[config.mk]
export PLATFORM = sky130hd
export DESIGN_NAME = gpio_chaser_top
export DESIGN_NICKNAME = d
export VERILOG_FILES = /design/src/hw/gpio_chaser_pkg.sv /design/src/hw/tick_divider.sv /design/src/hw/pin_sequencer.sv /design/src/hw/gpio_chaser_top.sv
export SDC_FILE = /design/constraint.sdc
export NUM_CORES = 1
export LEC_CHECK = 0
export BUFFER_PORTS_ARGS = -buffer_cell sky130_fd_sc_hd__buf_2
export CORE_AREA = 3 3 196 198
export DETAILED_ROUTE_END_ITERATION = 16
export DIE_AREA = 0 0 199 201
export PLACE_DENSITY_LB_ADDON = 0.05
export SLEW_MARGIN = 20
export SYNTH_ARGS = -nofsm -noshare
export SYNTH_HDL_FRONTEND = slang
export SYNTH_SLANG_ARGS = --single-unit
[constraint.sdc]
create_clock -name clk -period 9.43 [get_ports clk]
set_input_delay 1.4145 -clock clk [delete_from_list [all_inputs] [get_ports clk]]
set_output_delay 1.4145 -clock clk [all_outputs]
set_load 0.01 [all_outputs]
[src/hw/gpio_chaser_pkg.sv]
// GPIO chaser shared widths and logic-analyzer probe line positions

package gpio_chaser_pkg;

    // Prescaler input width in bits
    // One count is one millisecond of dwell
    localparam int PRESCALER_W = 14;

    // Divider count and dwell period width
    localparam int DIV_W = 28;  // Holds 16383 * 10000 with room to spare

    // GPIO port width of the user area
    localparam int GPIO_W = 34;

    // Logic-analyzer probe bus width
    localparam int LA_W = 128;

    // Probe line that carries enable
    localparam int LA_ENABLE_BIT = 0;

    // Probe line that carries stop
    localparam int LA_STOP_BIT = 1;  // Wins over enable

endpackage : gpio_chaser_pkg

[src/hw/tick_divider.sv]
// Tick divider that turns run cycles into one-cycle dwell ticks every prescaler ms

`default_nettype none

module tick_divider #(
    parameter int CYCLES_PER_MS = 10000  // Clock cycles in one millisecond
) (
    input  logic                                   clk,
    input  logic                                   rst_n,
    input  logic                                   run,       // Count enable
    input  logic                                   clear,     // Back to zero and no tick
    input  logic [gpio_chaser_pkg::PRESCALER_W-1:0] prescaler, // Dwell in ms
    output logic                                   tick       // One cycle per dwell
);

    logic [gpio_chaser_pkg::DIV_W-1:0] period;   // Dwell length in cycles
    logic [gpio_chaser_pkg::DIV_W-1:0] count;    // Cycles spent in current dwell
    logic                              period_ok; // Nonzero dwell
    logic                              last_cycle;

    // Dwell period from the prescaler
    // Zero-extend before the multiply so the product is not truncated
    assign period = gpio_chaser_pkg::DIV_W'(prescaler)
                  * gpio_chaser_pkg::DIV_W'(CYCLES_PER_MS);

    assign period_ok = (period != '0);  // Zero period stays silent

    // Greater-or-equal catches a prescaler that shrank mid-dwell
    assign last_cycle = (count >= period - 1'b1);

    always_ff @(posedge clk) begin
        if (!rst_n) begin
            count <= '0;
            tick  <= 1'b0;
        end else if (clear) begin    // Stop wins over run
            count <= '0;
            tick  <= 1'b0;
        end else if (run && period_ok) begin
            if (last_cycle) begin
                count <= '0;         // Restart the dwell
                tick  <= 1'b1;       // Registered pulse at the boundary
            end else begin
                count <= count + 1'b1;
                tick  <= 1'b0;
            end
        end else begin
            tick <= 1'b0;            // Frozen count and no pulse
        end
    end

    // A tick leaves the count at zero
    // so a second tick right away needs a one-cycle period
    tick_spacing_a: assert property (
        @(posedge clk) disable iff (!rst_n)
        (tick && (period > gpio_chaser_pkg::DIV_W'(1))) |=> !tick
    ) else $error("tick_divider: back-to-back ticks with period above one");

    // Stop must silence the tick on the following cycle
    clear_quiet_a: assert property (
        @(posedge clk) disable iff (!rst_n)
        clear |=> !tick
    ) else $error("tick_divider: tick after clear");

endmodule : tick_divider

`default_nettype wire

[src/hw/pin_sequencer.sv]
// Pin sequencer that walks a one-hot GPIO pattern on dwell ticks and flags done

`default_nettype none

module pin_sequencer #(
    parameter int NUM_PINS = 34  // Pins in the chase
) (
    input  logic                clk,
    input  logic                rst_n,
    input  logic                tick,     // Advance by one step
    input  logic                clear,    // Back to idle
    output logic [NUM_PINS-1:0] gpio_out, // One-hot active pin
    output logic                done      // High for the step after the last pin
);

    // Step 0 is idle, 1 to NUM_PINS drive a pin, NUM_PINS + 1 is done
    localparam int STEP_W = $clog2(NUM_PINS + 2);

    localparam logic [STEP_W-1:0] FIRST_STEP = STEP_W'(1);
    localparam logic [STEP_W-1:0] LAST_STEP  = STEP_W'(NUM_PINS + 1);

    logic [STEP_W-1:0] step;       // Registered position in the chase
    logic [STEP_W-1:0] step_next;

    // Next step on a tick
    // Done wraps back to the first pin and skips idle
    always_comb begin
        if (step == LAST_STEP) begin
            step_next = FIRST_STEP;
        end else begin
            step_next = step + 1'b1;
        end
    end

    always_ff @(posedge clk) begin
        if (!rst_n) begin
            step <= '0;
        end else if (clear) begin   // Stop takes priority over tick
            step <= '0;
        end else if (tick) begin
            step <= step_next;
        end
    end

    // Index to one-hot decode straight off the register
    always_comb begin
        for (int i = 0; i < NUM_PINS; i++) begin
            gpio_out[i] = (step == STEP_W'(i + 1));  // Pin i lit on step i+1
        end
    end

    assign done = (step == LAST_STEP);  // Whole dwell after the last pin

    // At most one pin lit at any time
    onehot_pins_a: assert property (
        @(posedge clk) disable iff (!rst_n)
        $onehot0(gpio_out)
    ) else $error("pin_sequencer: more than one pin high");

    // Done only while every pin is off
    done_exclusive_a: assert property (
        @(posedge clk) disable iff (!rst_n)
        !(done && (|gpio_out))
    ) else $error("pin_sequencer: done overlaps an active pin");

    // Step stays within the chase
    step_range_a: assert property (
        @(posedge clk) disable iff (!rst_n)
        step <= LAST_STEP
    ) else $error("pin_sequencer: step out of range");

endmodule : pin_sequencer

`default_nettype wire

[src/hw/gpio_chaser_top.sv]
// GPIO chaser top level with probe decode, divider to sequencer chain and tie-offs

`default_nettype none

module gpio_chaser_top #(
    parameter int CYCLES_PER_MS = 10000,                    // 10 MHz clock
    parameter int NUM_PINS      = gpio_chaser_pkg::GPIO_W   // Pins in the chase
) (
    input  logic                                    clk,
    input  logic                                    rst_n,
    input  logic                                    en,        // Chip enable from the harness
    input  logic [gpio_chaser_pkg::PRESCALER_W-1:0] prescaler, // Dwell per pin in ms
    output logic                                    done,      // Sequence finished

    // Logic-analyzer probes
    input  logic [gpio_chaser_pkg::LA_W-1:0]        la_data_in,
    output logic [gpio_chaser_pkg::LA_W-1:0]        la_data_out,
    input  logic [gpio_chaser_pkg::LA_W-1:0]        la_oenb,   // Active low per line

    // Breakout board pins
    input  logic [gpio_chaser_pkg::GPIO_W-1:0]      gpio_in,   // Not used by the chaser
    output logic [gpio_chaser_pkg::GPIO_W-1:0]      gpio_out,
    output logic [gpio_chaser_pkg::GPIO_W-1:0]      gpio_oeb   // Active low output enable
);

    // Chase must fit on the port
    if (NUM_PINS < 1 || NUM_PINS > gpio_chaser_pkg::GPIO_W) begin : g_pins_check
        $error("gpio_chaser_top: NUM_PINS must be 1 to GPIO_W");
    end

    logic                enable_probe; // Qualified enable line
    logic                stop_probe;   // Qualified stop line
    logic                run;
    logic                clear;
    logic                tick;         // Dwell boundary pulse
    logic [NUM_PINS-1:0] seq_gpio;     // Sequencer pins before widening

    // A probe line only counts while its oenb bit is low
    assign enable_probe = la_data_in[gpio_chaser_pkg::LA_ENABLE_BIT]
                        & ~la_oenb[gpio_chaser_pkg::LA_ENABLE_BIT];
    assign stop_probe   = la_data_in[gpio_chaser_pkg::LA_STOP_BIT]
                        & ~la_oenb[gpio_chaser_pkg::LA_STOP_BIT];

    assign run   = en & enable_probe;  // Both enables must agree
    assign clear = stop_probe;         // Priority handled in each block

    tick_divider #(
        .CYCLES_PER_MS(CYCLES_PER_MS)
    ) tick_divider_i (
        .clk      (clk),
        .rst_n    (rst_n),
        .run      (run),
        .clear    (clear),
        .prescaler(prescaler),
        .tick     (tick)
    );

    pin_sequencer #(
        .NUM_PINS(NUM_PINS)
    ) pin_sequencer_i (
        .clk     (clk),
        .rst_n   (rst_n),
        .tick    (tick),
        .clear   (clear),
        .gpio_out(seq_gpio),
        .done    (done)
    );

    // Pins above NUM_PINS stay low
    always_comb begin
        gpio_out                 = '0;
        gpio_out[NUM_PINS-1:0]   = seq_gpio;
    end

    assign gpio_oeb    = '0;  // Every pin is an output
    assign la_data_out = '0;  // Nothing reported back on the probes

endmodule : gpio_chaser_top

`default_nettype wire

==> flow_summary.toml <==
[run_status]
status = "finished, final reports clean"

[route]
firstDrtPassIters = 4
antenna_left = 0
avgViaCountPerCell = 3.81
via_count = 5294
remaining_drc_errors = 0
drt_iter0_markers = 151
wl_per_cell_um = 13.4
wirelength_mm = 18.7

[timing]
slew_viol_final = 0
tns_ns = 0
final-hold-violation-count = 0
finClkSkew_ns = 0.00806
rsz0062_at_grt = "false"
slew_headroom = 0.405
worst_pin_slew_ns = 0.892
min_period_ns = 8.33
setup_violations = 0
fin_ws_ns = 1.10
max_freq_ghz = 0.120
min_period_over_period = 0.883

[clock_network]
cts-root-buf = "clkbuf_16"
cts_tree = "done"
numCtsBuffers = 5
cts_setup_buffers = 0
clk_pin_slew_ns = 0.06
cts_hold_buf = 0
htree_num_levels = 2
clkLatencyLatePin_ns = 0.28
cts.sinks = 35
cts.repair.resized = 0
clockBufferDepth = 2

[critical_path]
cp.arrival_ns = 8.51
crit_type = "input pin to register"
rrSetupSlack_ns = 6.60
worstPathRequired_ns = 9.61
r2r-start = "tick_divider_i.count[0]"
endpoint_kind = "register"
r2r_cells = 11
reg2reg_to = "tick_divider_i.count[6]"
cp-start-kind = "input pin"
max_stage_delay_ns = 0.54
critPathSlowestCell = "fa_1"
crit_fanout = 23
cpMostUsedCell = "inv_1"

[hold_path]
worstHoldEndpoint = "tick_divider_i.count[21]"
min_path_cells = 2
hold_path_class = "register to register"
holdCritStartpoint = "tick_divider_i.count[21]"

[floorplan]
die-area_um2 = 40000
die_height_um = 201
dieWidth_um = 199
pin_count = 504
initial_core_util = 0.188
fp-row-count = 70
core_area_um2 = 36700

[power_and_ir_drop]
p_sw_frac = 0.530
p_int_uw = 675
ir_drop_mv = 0.0702
p_switching_uw = 761
power.density_nw_per_um2 = 198
power_uw = 1440
seq_power_share = 0.103
leakage_uw = 0.00356
combPwrFrac = 0.781
power_frac_clock = 0.115

[yosys]
syn-mean-instance-area_um2 = 7.96
synth-edff-count = 0
yosys.area.top_type = "buf_4"
synth-seq-cells = 35
ys_async_sr_fraction = 0
synth-main-ff-cell = "dfxtp_1"
synth_area_leaders = "buf_4, ha_1, dfxtp_1, fa_1, inv_1"
syn-cell-area_um2 = 6910
synthCells = 869
synth_top_area_frac = 0.179
yosys-top-cells-count = "buf_4, ha_1, inv_1"
yosys_warnings = 0
synth_cell_type_count = 70
yosysSeqAreaShare = 0.101
synth_most_common_cell = "buf_4"

[grt]
antenna_found_initial = 2
grt_pass1_vias = 5298
grt_first_pass_wirelength_mm = 28.9
grt-ovfl-total = 0
grt_usage = 0.0896
grt_max_degree = 29

[placed_design]
post-place-cells = 1383
gp_congestion = 0.676
dpl.hpwl_mm = 15.9
dpl_cell_area_um2 = 7110
dp_slack_ns = 0.634
io_buffers = 55

[flow_run]
maxCapViolCount = 0

[final_layout]
syn_to_final_growth_pct = 4.87
diodes = 0
fin_cells = 1391
final_layout_size_suffix_gt1_frac = 0.114
finalNetCount = 1356
design_area_um2 = 7250
per-layer routing:
layer	track usage	vias to the layer above	wire length, µm
met5	0	-	0
met4	0.0136	0	133
met3	0.00587	7	494
met2	0.160	123	9250
met1	0.121	2439	8780
li1	-	2725	-
state kept, by name (all words and copies together) (netlist names):
signal and cells:
pin_sequencer_i.step 6, tick_divider_i.count 28, tick_divider_i.tick 1
cells in the final DEF (no fill, tap or decap), types with 4 or more instances in the layout:
master	count
buf_4	8
nor3_1	13
o211ai_1	15
a21oi_1	26
and2_1	16
conb_1	162
clkbuf_16	5
ha_1	98
nor2b_1	5
a21oi_2	4
dfxtp_1	35
o21a_1	5
a21o_1	12
nand3_1	29
and3_1	28
fa_1	29
nand2_1	48
nor2_1	67
o21ai_0	23
nand2b_1	13
xnor2_1	21
o211ai_2	11
o31ai_1	14
buf_2	55
nand4_1	10
inv_1	93
xor2_1	10
per-stage QoR:
stage | hold slack (ns) | util
after floorplan | 0.469 | -
after global placement | 0.519 | 0.194
after detailed placement | 0.512 | 0.194
after CTS | 0.521 | 0.198
after global routing | 0.543 | 0.198
final | 0.517 | 0.198
cells by family (layout without fill, tap and decap cells):
| kind of cell | Yosys count | count (layout) | synth area share |
|---|---|---|---|
| flip-flops | 35 | 35 | 0.101 |
| XOR/XNOR | 33 | 33 | 0.0440 |
| buffers and inverters | 272 | 165 | 0.246 |
| multiplexers | 3 | 3 | 0.00434 |
| AND/OR/NAND/NOR | 256 | 256 | 0.191 |
| adder cells (fa/ha/maj) | 127 | 127 | 0.261 |
| AO/OA/AOI/OAI | 142 | 142 | 0.151 |
| other | 1 | 162 | 0.000542 |
cell type report:
cell class                      count  area (µm²)
Timing Repair Buffer               64         355
Multi-Input combinational cell    723        5120
Tap cell                          468         586
Clock buffer                        5         125
Inverter                           93         349
Fill cell                        4165       29400
Clock inverter                      3        15.0
Sequential cell                    35         701
worst max path at each step:
stage	from	to	slack [ns]	depth (start not counted)
5_1_grt	prescaler[5]	tick_divider_i.count[6]	0.36	33
4_1_cts	prescaler[4]	tick_divider_i.count[6]	0.93	33
3_3_place_gp	prescaler[4]	tick_divider_i.count[6]	0.51	33
3_5_place_dp	prescaler[4]	tick_divider_i.count[6]	0.63	33
2_1_floorplan	prescaler[4]	tick_divider_i.count[11]	1.69	31
6_report	prescaler[4]	tick_divider_i.count[6]	1.10	33
power by group through the flow:
| stage | Sequential [µW] | Clock, µW | Combinational, µW |
|---|---|---|---|
| after floorplan | 152 | 0 | 955 |
| after global placement | 152 | 0 | 1160 |
| after detailed placement | 152 | 0 | 1150 |
| after CTS | 148 | 174 | 1150 |
| after global routing | 148 | 178 | 1300 |
| final | 148 | 166 | 1120 |
worst max-delay path, delay by kind of cell:
kind | cells | cell delay, ns
XOR/XNOR | 2 | 0.49
AND/OR/NAND/NOR | 7 | 1.27
AO/OA/AOI/OAI | 8 | 1.69
adder cells (fa/ha/maj) | 7 | 2.78
buffers and inverters | 9 | 0.83
(Power assumes the default switching activity.)
